## src/heap_pkg.sv

```systemverilog
package heap_pkg;

  // defaults for the top-level parameters
  localparam int unsigned ADDR_W_DEF    = 32;
  localparam int unsigned HDR_SIZE_DEF  = 12;  // bytes per header
  localparam int unsigned MIN_ALLOC_DEF = 8;

  // block header as stored in memory
  typedef struct packed {
    logic [ADDR_W_DEF-1:0] addr;
    logic [ADDR_W_DEF-1:0] size;
    logic [ADDR_W_DEF-1:0] next_addr;
  } header_t;

  // header memory operation
  typedef enum logic [1:0] {
    HDR_LOAD,
    HDR_WRITE_SIZE_NEXT,
    HDR_WRITE_NEXT
  } hdr_op_e;

  typedef enum logic {
    FIRST_FIT,
    BEST_FIT
  } fit_strategy_e;

  // allocation controller states
  typedef enum logic [2:0] {
    ST_IDLE,
    ST_LOAD,        // issue header load
    ST_WAIT_LOAD,
    ST_SEARCH,      // fit search result
    ST_WRITE,       // issue header write
    ST_WAIT_WRITE,
    ST_RESULT
  } alloc_state_e;

endpackage

```

## src/header_bus_if.sv

```systemverilog
interface header_bus_if;

  // request, controller to memory port
  logic              req_valid;
  heap_pkg::hdr_op_e req_op;
  heap_pkg::header_t req_header;
  logic              req_ready;  // port is empty

  // response, single-cycle pulse
  logic              rsp_valid;
  heap_pkg::header_t rsp_header;

  modport ctrl (
    output req_valid,
    output req_op,
    output req_header,
    input  req_ready,
    input  rsp_valid,
    input  rsp_header
  );

  modport port (
    input  req_valid,
    input  req_op,
    input  req_header,
    output req_ready,
    output rsp_valid,
    output rsp_header
  );

endinterface

```

## src/alloc_ctrl.sv

```systemverilog
module alloc_ctrl #(
  parameter int unsigned ADDR_W = heap_pkg::ADDR_W_DEF
) (
  input  logic                    clk_i,
  input  logic                    rst_ni,
  input  logic [ADDR_W-1:0]       free_list_ptr_i,
  input  logic                    req_valid_i,
  input  logic [ADDR_W-1:0]       req_size_i,
  input  heap_pkg::fit_strategy_e req_strategy_i,
  output logic                    req_ready_o,
  output logic                    result_valid_o,
  output logic [ADDR_W-1:0]       result_addr_o,
  input  logic                    result_ready_i,
  header_bus_if.ctrl              bus,
  output logic                    search_start_o,
  output logic                    hdr_valid_o,
  output heap_pkg::header_t       hdr_o,
  output heap_pkg::fit_strategy_e strategy_o,
  output logic [ADDR_W-1:0]       size_o,
  input  logic                    search_done_i,
  input  logic                    found_i,
  input  heap_pkg::header_t       alloc_hdr_i,
  input  heap_pkg::header_t       create_hdr_i,
  input  heap_pkg::header_t       link_hdr_i,
  input  logic                    split_i
);

  // header write sequence
  typedef enum logic [1:0] {
    WR_ALLOC,
    WR_CREATE,
    WR_LINK
  } wr_step_e;

  heap_pkg::alloc_state_e  state_q, state_d;
  wr_step_e                wr_step_q, wr_step_d;
  heap_pkg::fit_strategy_e strategy_q;
  logic [ADDR_W-1:0]       size_q;
  logic [ADDR_W-1:0]       next_addr_q;  // header to load next
  logic [ADDR_W-1:0]       result_addr_q;
  heap_pkg::header_t       load_hdr;
  logic                    accept;

  assign req_ready_o    = (state_q == heap_pkg::ST_IDLE);
  assign accept         = req_valid_i && req_ready_o;
  assign search_start_o = accept;
  assign strategy_o     = strategy_q;
  assign size_o         = size_q;
  assign hdr_o          = bus.rsp_header;
  assign result_valid_o = (state_q == heap_pkg::ST_RESULT);
  assign result_addr_o  = result_addr_q;

  always_comb begin
    load_hdr      = '0;
    load_hdr.addr = next_addr_q;
  end

  always_comb begin
    state_d        = state_q;
    wr_step_d      = wr_step_q;
    hdr_valid_o    = 1'b0;
    bus.req_valid  = 1'b0;
    bus.req_op     = heap_pkg::HDR_LOAD;
    bus.req_header = load_hdr;

    unique case (state_q)
      heap_pkg::ST_IDLE: begin
        if (accept) state_d = heap_pkg::ST_LOAD;
      end
      heap_pkg::ST_LOAD: begin
        bus.req_valid = bus.req_ready;
        if (bus.req_ready) state_d = heap_pkg::ST_WAIT_LOAD;
      end
      heap_pkg::ST_WAIT_LOAD: begin
        if (bus.rsp_valid) begin
          hdr_valid_o = 1'b1;  // feed fit search
          state_d     = heap_pkg::ST_SEARCH;
        end
      end
      heap_pkg::ST_SEARCH: begin
        if (!search_done_i) begin
          state_d = heap_pkg::ST_LOAD;
        end else if (found_i) begin
          wr_step_d = WR_ALLOC;
          state_d   = heap_pkg::ST_WRITE;
        end else begin
          state_d = heap_pkg::ST_RESULT;  // list ended, nothing written
        end
      end
      heap_pkg::ST_WRITE: begin
        bus.req_valid = bus.req_ready;
        unique case (wr_step_q)
          WR_ALLOC: begin
            bus.req_op     = heap_pkg::HDR_WRITE_SIZE_NEXT;
            bus.req_header = alloc_hdr_i;
          end
          WR_CREATE: begin
            bus.req_op     = heap_pkg::HDR_WRITE_SIZE_NEXT;
            bus.req_header = create_hdr_i;
          end
          default: begin
            bus.req_op     = heap_pkg::HDR_WRITE_NEXT;
            bus.req_header = link_hdr_i;
          end
        endcase
        if (bus.req_ready) state_d = heap_pkg::ST_WAIT_WRITE;
      end
      heap_pkg::ST_WAIT_WRITE: begin
        if (bus.rsp_valid) begin
          state_d = heap_pkg::ST_WRITE;
          unique case (wr_step_q)
            WR_ALLOC:  wr_step_d = split_i ? WR_CREATE : WR_LINK;
            WR_CREATE: wr_step_d = WR_LINK;
            default:   state_d = heap_pkg::ST_RESULT;
          endcase
        end
      end
      heap_pkg::ST_RESULT: begin
        if (result_ready_i) state_d = heap_pkg::ST_IDLE;
      end
      default: state_d = heap_pkg::ST_IDLE;
    endcase
  end

  always_ff @(posedge clk_i) begin
    if (!rst_ni) begin
      state_q   <= heap_pkg::ST_IDLE;
      wr_step_q <= WR_ALLOC;
    end else begin
      state_q   <= state_d;
      wr_step_q <= wr_step_d;
    end
  end

  always_ff @(posedge clk_i) begin
    if (accept) begin
      size_q      <= req_size_i;
      strategy_q  <= req_strategy_i;
      next_addr_q <= free_list_ptr_i;  // walk starts at the sentinel
    end else if (state_q == heap_pkg::ST_WAIT_LOAD && bus.rsp_valid) begin
      next_addr_q <= bus.rsp_header.next_addr;
    end
    if (state_q == heap_pkg::ST_SEARCH && search_done_i) begin
      result_addr_q <= found_i ? alloc_hdr_i.addr : '0;
    end
  end

endmodule

```

## src/fit_search.sv

```systemverilog
module fit_search #(
  parameter int unsigned ADDR_W         = heap_pkg::ADDR_W_DEF,
  parameter int unsigned HDR_SIZE       = heap_pkg::HDR_SIZE_DEF,
  parameter int unsigned MIN_ALLOC_SIZE = heap_pkg::MIN_ALLOC_DEF
) (
  input  logic                    clk_i,
  input  logic                    rst_ni,
  input  logic                    start_i,
  input  logic                    hdr_valid_i,
  input  heap_pkg::header_t       hdr_i,
  input  heap_pkg::fit_strategy_e strategy_i,
  input  logic [ADDR_W-1:0]       size_i,
  output logic                    done_o,
  output logic                    found_o,
  output heap_pkg::header_t       alloc_hdr_o,
  output heap_pkg::header_t       create_hdr_o,
  output heap_pkg::header_t       link_hdr_o,
  output logic                    split_o
);

  logic              first_q;  // next header is the sentinel
  logic              found_q;
  logic              done_q;
  heap_pkg::header_t prev_q;
  heap_pkg::header_t fit_q;
  heap_pkg::header_t fit_prev_q;
  logic [ADDR_W-1:0] diff_q;

  logic              fits;
  logic              take;
  logic              last;
  logic [ADDR_W-1:0] diff;
  logic [ADDR_W-1:0] remain;

  assign fits = !first_q && (hdr_i.size >= size_i);
  assign diff = hdr_i.size - size_i;
  // strict compare keeps the earlier block on a tie
  assign take = fits && (!found_q || diff < diff_q);
  assign last = (hdr_i.next_addr == '0);

  always_ff @(posedge clk_i) begin
    if (!rst_ni) begin
      first_q <= 1'b1;
      found_q <= 1'b0;
      done_q  <= 1'b0;
    end else begin
      done_q <= 1'b0;
      if (start_i) begin
        first_q <= 1'b1;
        found_q <= 1'b0;
      end else if (hdr_valid_i) begin
        first_q <= 1'b0;
        if (take) begin
          found_q <= 1'b1;
        end
        done_q <= last || (fits && strategy_i == heap_pkg::FIRST_FIT);
      end
    end
  end

  always_ff @(posedge clk_i) begin
    if (hdr_valid_i) begin
      prev_q <= hdr_i;
      if (take) begin
        fit_q      <= hdr_i;
        fit_prev_q <= prev_q;
        diff_q     <= diff;
      end
    end
  end

  assign done_o  = done_q;
  assign found_o = found_q;

  assign remain  = fit_q.size - size_i;
  assign split_o = (remain >= ADDR_W'(MIN_ALLOC_SIZE));

  always_comb begin
    alloc_hdr_o.addr      = fit_q.addr;
    alloc_hdr_o.size      = split_o ? size_i : fit_q.size;  // whole block if no split
    alloc_hdr_o.next_addr = '0;

    create_hdr_o.addr      = fit_q.addr + ADDR_W'(HDR_SIZE) + size_i;
    create_hdr_o.size      = remain;
    create_hdr_o.next_addr = fit_q.next_addr;

    link_hdr_o           = fit_prev_q;
    link_hdr_o.next_addr = split_o ? create_hdr_o.addr : fit_q.next_addr;
  end

endmodule

```

## src/header_port.sv

```systemverilog
module header_port (
  input  logic              clk_i,
  input  logic              rst_ni,
  header_bus_if.port        bus,
  output logic              mem_req_valid_o,
  output heap_pkg::hdr_op_e mem_req_op_o,
  output heap_pkg::header_t mem_req_header_o,
  input  logic              mem_ready_i,
  input  logic              mem_rsp_valid_i,
  input  heap_pkg::header_t mem_rsp_header_i
);

  logic              pend_q;
  logic              rsp_valid_q;
  heap_pkg::hdr_op_e op_q;
  heap_pkg::header_t hdr_q;
  heap_pkg::header_t rsp_hdr_q;
  logic              accept;

  assign accept = bus.req_valid && !pend_q;

  assign bus.req_ready      = !pend_q;
  assign mem_req_valid_o    = pend_q;
  assign mem_req_op_o       = op_q;
  assign mem_req_header_o   = hdr_q;
  assign bus.rsp_valid      = rsp_valid_q;
  assign bus.rsp_header     = rsp_hdr_q;

  always_ff @(posedge clk_i) begin
    if (!rst_ni) begin
      pend_q      <= 1'b0;
      rsp_valid_q <= 1'b0;
    end else begin
      if (accept) begin
        pend_q <= 1'b1;
      end else if (mem_ready_i) begin
        pend_q <= 1'b0;  // taken by memory
      end
      // loads complete on data, writes on acceptance
      rsp_valid_q <= mem_rsp_valid_i ||
                     (pend_q && mem_ready_i && op_q != heap_pkg::HDR_LOAD);
    end
  end

  always_ff @(posedge clk_i) begin
    if (accept) begin
      op_q  <= bus.req_op;
      hdr_q <= bus.req_header;
    end
    if (mem_rsp_valid_i) begin
      rsp_hdr_q <= mem_rsp_header_i;
    end
  end

endmodule

```

## src/heap_alloc_top.sv

```systemverilog
module heap_alloc_top #(
  parameter int unsigned ADDR_W         = heap_pkg::ADDR_W_DEF,
  parameter int unsigned HDR_SIZE       = heap_pkg::HDR_SIZE_DEF,
  parameter int unsigned MIN_ALLOC_SIZE = heap_pkg::MIN_ALLOC_DEF
) (
  input  logic                    clk_i,
  input  logic                    rst_ni,
  input  logic [ADDR_W-1:0]       free_list_ptr_i,
  input  logic                    req_valid_i,
  input  logic [ADDR_W-1:0]       req_size_i,
  input  heap_pkg::fit_strategy_e req_strategy_i,
  output logic                    req_ready_o,
  output logic                    mem_req_valid_o,
  output heap_pkg::hdr_op_e       mem_req_op_o,
  output heap_pkg::header_t       mem_req_header_o,
  input  logic                    mem_ready_i,
  input  logic                    mem_rsp_valid_i,
  input  heap_pkg::header_t       mem_rsp_header_i,
  output logic                    result_valid_o,
  output logic [ADDR_W-1:0]       result_addr_o,
  input  logic                    result_ready_i
);

  // header fields are fixed by the package width
  if (ADDR_W != heap_pkg::ADDR_W_DEF) begin : g_width_check
    $error("ADDR_W must equal heap_pkg::ADDR_W_DEF");
  end

  logic                    search_start;
  logic                    hdr_valid;
  heap_pkg::header_t       hdr;
  heap_pkg::fit_strategy_e strategy;
  logic [ADDR_W-1:0]       size;
  logic                    search_done;
  logic                    found;
  heap_pkg::header_t       alloc_hdr;
  heap_pkg::header_t       create_hdr;
  heap_pkg::header_t       link_hdr;
  logic                    split;

  header_bus_if hdr_bus ();

  alloc_ctrl #(
    .ADDR_W (ADDR_W)
  ) i_alloc_ctrl (
    .clk_i           (clk_i),
    .rst_ni          (rst_ni),
    .free_list_ptr_i (free_list_ptr_i),
    .req_valid_i     (req_valid_i),
    .req_size_i      (req_size_i),
    .req_strategy_i  (req_strategy_i),
    .req_ready_o     (req_ready_o),
    .result_valid_o  (result_valid_o),
    .result_addr_o   (result_addr_o),
    .result_ready_i  (result_ready_i),
    .bus             (hdr_bus.ctrl),
    .search_start_o  (search_start),
    .hdr_valid_o     (hdr_valid),
    .hdr_o           (hdr),
    .strategy_o      (strategy),
    .size_o          (size),
    .search_done_i   (search_done),
    .found_i         (found),
    .alloc_hdr_i     (alloc_hdr),
    .create_hdr_i    (create_hdr),
    .link_hdr_i      (link_hdr),
    .split_i         (split)
  );

  fit_search #(
    .ADDR_W         (ADDR_W),
    .HDR_SIZE       (HDR_SIZE),
    .MIN_ALLOC_SIZE (MIN_ALLOC_SIZE)
  ) i_fit_search (
    .clk_i        (clk_i),
    .rst_ni       (rst_ni),
    .start_i      (search_start),
    .hdr_valid_i  (hdr_valid),
    .hdr_i        (hdr),
    .strategy_i   (strategy),
    .size_i       (size),
    .done_o       (search_done),
    .found_o      (found),
    .alloc_hdr_o  (alloc_hdr),
    .create_hdr_o (create_hdr),
    .link_hdr_o   (link_hdr),
    .split_o      (split)
  );

  header_port i_header_port (
    .clk_i            (clk_i),
    .rst_ni           (rst_ni),
    .bus              (hdr_bus.port),
    .mem_req_valid_o  (mem_req_valid_o),
    .mem_req_op_o     (mem_req_op_o),
    .mem_req_header_o (mem_req_header_o),
    .mem_ready_i      (mem_ready_i),
    .mem_rsp_valid_i  (mem_rsp_valid_i),
    .mem_rsp_header_i (mem_rsp_header_i)
  );

endmodule

```

## config.mk

```make
export PLATFORM = sky130hd
export DESIGN_NAME = heap_alloc_top
export DESIGN_NICKNAME = d
export VERILOG_FILES = /design/src/heap_pkg.sv /design/src/header_bus_if.sv /design/src/alloc_ctrl.sv /design/src/fit_search.sv /design/src/header_port.sv /design/src/heap_alloc_top.sv
export SDC_FILE = /design/constraint.sdc
export NUM_CORES = 1
export LEC_CHECK = 0
export ABC_CLOCK_PERIOD_IN_PS = 14300
export BUFFER_PORTS_ARGS = -buffer_cell sky130_fd_sc_hd__buf_2
export CORE_AREA = 2 2 246 248
export CTS_CLUSTER_DIAMETER = 40
export CTS_CLUSTER_SIZE = 10
export DETAILED_ROUTE_END_ITERATION = 6
export DIE_AREA = 0 0 248 250
export GPL_TIMING_DRIVEN = 0
export PLACE_DENSITY_LB_ADDON = 0.3
export REMOVE_ABC_BUFFERS = 1
export SLEW_MARGIN = 20
export SYNTH_ARGS = -nofsm -noshare
export SYNTH_HDL_FRONTEND = slang
export SYNTH_HIERARCHICAL = 1
export SYNTH_SLANG_ARGS = --single-unit
```

## constraint.sdc

```tcl
create_clock -name clk_i -period 14.3 [get_ports clk_i]
set_input_delay 0 -clock clk_i [delete_from_list [all_inputs] [get_ports clk_i]]
set_output_delay 0 -clock clk_i [all_outputs]
set_load 0.02 [all_outputs]
```

==> results.txt <==
Status - finished clean
DR DRC count - 0
R2R cell count - 20
Met2 wire length - 37680 um
WL met1 - 32710 um
RSZ-0062 raised after global routing - no
Netlist cell types - 88
Syn Inst Count - 2407
Hold_sp - req_valid_i
MaxCap Viol Count - 0
Core Box Area - 0.05957 mm2
Io pins - 300
Post-synth ARST share - 0
Mean routed wirelength per cell - 21.58 um
Yosys reg bits - 557
Slew @ Worst Pin - 0.8410 ns
Average size of a mapped cell - 12.25 um2
Clock buffer depth - 3
Setup-failing EPs final - 0
Most common cell after layout, fill and taps aside - edfxtp_1
Vias - 20.12k
Crit-path max FO - 47
FF+latch area - 0.01663 mm2
Worst hold path type - in2reg
Final Hold Viols - 0
Share of layout cells above drive strength 1 - 0.1968
Fin Setup TNS - 0 ns
Die span in y - 250 um
RR Startpoint - i_alloc_ctrl/size_o[1]
Area growth, synth to finish - 21.32%
Placed cells - 3278
Most frequent cells in the layout - 547 x edfxtp_1, 298 x buf_2, 216 x nor2_1, 201 x a21oi_1, 166 x dlygate4sd3_1
Global Route Usage Sum - 0.2496
Fill cell count - 4572
Max Clk Rate - 172.9 MHz
Metal3 WL - 5193 um
Antenna-violating nets left - 0
Slew Limit Headroom - 0.4249
Root buf cell - clkbuf_16
NumNets Final - 3082
Worst VDD drop - 0.2630 mV
Data arrival time of the critical path - 6.10 ns
HPWL Detailed - 54480 um
Final WL - 78220 um
Origin of the worst setup path - i_alloc_ctrl/size_o[1]
CP Launch Type - flip-flop
H-tree depth - 3
Clock sinks - 557
Area share of the largest cell type after synthesis - 0.5573
Initial DRC count - 1571
Initial Utilization - 0.4948
Area leader, netlist - edfxtp_1
Die area - 0.06200 mm2
Register area share after synthesis - 0.5641
Post-cts resize count - 0
First-pass GRT wire length - 117600 um
Largest net degree at the start of global routing - 65
Multi-input gate area - 0.01066 mm2
CTS Buf Count - 93
Port Buf Inserts - 299
Crit end category - flip-flop
Non-filler cells in the finished layout - 3624
Worst Setup Path Type - reg2reg
GPL Wtd Cong - 0.8911
Leakage - 13.83 nW
Post-synth EDFFs - 547
CTS tree - yes
Synth Flop Type - edfxtp_1
Clock Pin Slew Worst Setup and Hold Paths - 0.05 ns
Num rows - 90
Area of the mapped netlist - 0.02947 mm2
Synth top area cells - edfxtp_1 56%, ha_1 6.6%, buf_4 5.1%, mux2i_1 3.6%, a21oi_1 3.4%
Chip Width - 248 um
Synthesis Warnings - 6
DRT Pass-1 Iters - 5
Final Cycle Share - 0.4045
Gr ovfl total - 0
Worst-skew pair later-pin latency - 0.65 ns
Period minus WS final - 5.784 ns
Slew Limit Fails - 0
Hold path cells - 2
Pwr Density - 170.6 mW/mm2
Critical path required time - 14.61 ns
Clk_skew - 0.03052 ns
DR top layer - met5
Initial antenna violation count - 9
Vias in the first global route - 20.31k
Vias per inst - 5.553
kinds of logic after synthesis:
| logic type | Yosys count | synth area share |
|---|---|---|
| compound gates | 485 | 0.1014 |
| simple gates | 557 | 0.09225 |
| other cells | 1 | 0.0001272 |
| fa+ha+maj | 158 | 0.06784 |
| xor+xnor | 65 | 0.01931 |
| flops | 557 | 0.5641 |
| mux | 201 | 0.07586 |
| buf+inv | 383 | 0.07913 |
registers in the layout, indices dropped and copies added, names as in the netlist, 2 cells and up:
register and cells:
i_alloc_ctrl/next_addr_q 32, i_alloc_ctrl/result_addr_o 32, i_fit_search/alloc_hdr_o 32, i_fit_search/link_hdr_o 64
i_alloc_ctrl/wr_step_q 2, i_alloc_ctrl/state_q 3, i_fit_search/fit_q 32, i_fit_search/prev_q 64
i_header_port/mem_req_op_o 2, i_header_port/bus.rsp_header 96, i_alloc_ctrl/size_o 32, i_header_port/mem_req_header_o 96
i_fit_search/create_hdr_o 32, i_fit_search/diff_q 32
final cells by class:
class	count	share of cell area
sequential	557	0.4652
inverter	112	0.01176
multi-input combinational	1498	0.2982
antenna	6	0.0004199
tap	782	0.02736
timing repair buffer	495	0.1062
clock inverter	67	0.02348
clock buffer	107	0.06739
final timing paths:
kind | endpoint | slack [ns]
min | i_alloc_ctrl/size_o[29] | 0.06
max | i_fit_search/alloc_hdr_o[85] | 8.52
min reg2reg | i_fit_search/link_hdr_o[66] | 0.41
max reg2reg | i_fit_search/alloc_hdr_o[85] | 8.52
worst max-delay path, stage by stage, from the launching register on:
cell	delay, ns
edfxtp_1	0.52
inv_1	0.14
ha_1	0.31
nor2b_1	0.17
o31a_1	0.16
o21ai_0	0.14
a211oi_1	0.53
o2111ai_1	0.28
a31oi_1	0.31
o21ai_0	0.15
o311ai_0	0.48
ha_1	0.34
a21o_1	0.16
a21o_1	0.17
a21o_1	0.17
a21oi_1	0.13
nor2b_1	0.06
o21ai_0	0.17
and3_4	0.42
buf_16	0.29
buf_16	0.28
Yosys cell counts (11+ instances only):
cell,instances
nor3_1,31
nor4_1,14
buf_2,22
a211oi_1,16
o21a_1,21
inv_1,112
o211ai_1,16
ha_1,155
and2_1,43
nor2_1,216
edfxtp_1,547
clkbuf_1,34
nand2b_1,15
mux2_4,28
nor2b_1,21
a21o_1,42
and3_1,11
mux2i_1,106
a21oi_1,201
mux2_1,47
mux2_2,20
buf_4,199
xnor2_1,41
nand4_1,26
o21ai_0,92
nand3_1,29
xor2_1,24
nand2_1,101
layer usage:
layer | global-route usage | vias up
li1 | - | 9452
met1 | 0.3264 | 9760
met2 | 0.4123 | 741
met3 | 0.04893 | 162
met4 | 0.08828 | 8
met5 | 0 | -
stage by stage:
stage / cell area, um2 / util / hold WS [ns] / worst slack (ns) / power (mW)
after floorplan: 27680 / - / 0.09887 / 5.716 / 3.232
after global placement: 30150 / 0.5062 / 0.1766 / 1.926 / 3.708
after detailed placement: 30830 / 0.5176 / 0.1781 / 8.588 / 3.767
after CTS: 35740 / 0.6000 / 0.02358 / 8.562 / 6.131
after global routing: 35760 / 0.6002 / 0.03410 / 8.142 / 6.371
final: 35760 / 0.6003 / 0.05877 / 8.516 / 6.102
where the power goes:
part / total, mW / switching, mW / leakage [nW] / internal [mW]
clock: 2.30 / 0.823 / 1.59 / 1.48
combinational: 1.61 / 0.979 / 7.15 / 0.633
sequential: 2.19 / 0.117 / 5.09 / 2.07
what timing repair did:
item	CTS	global route
hold buffers	166	0
setup buffers	0	0
hold endpoints to repair	229	0
Power figures use the tool's default switching activity.
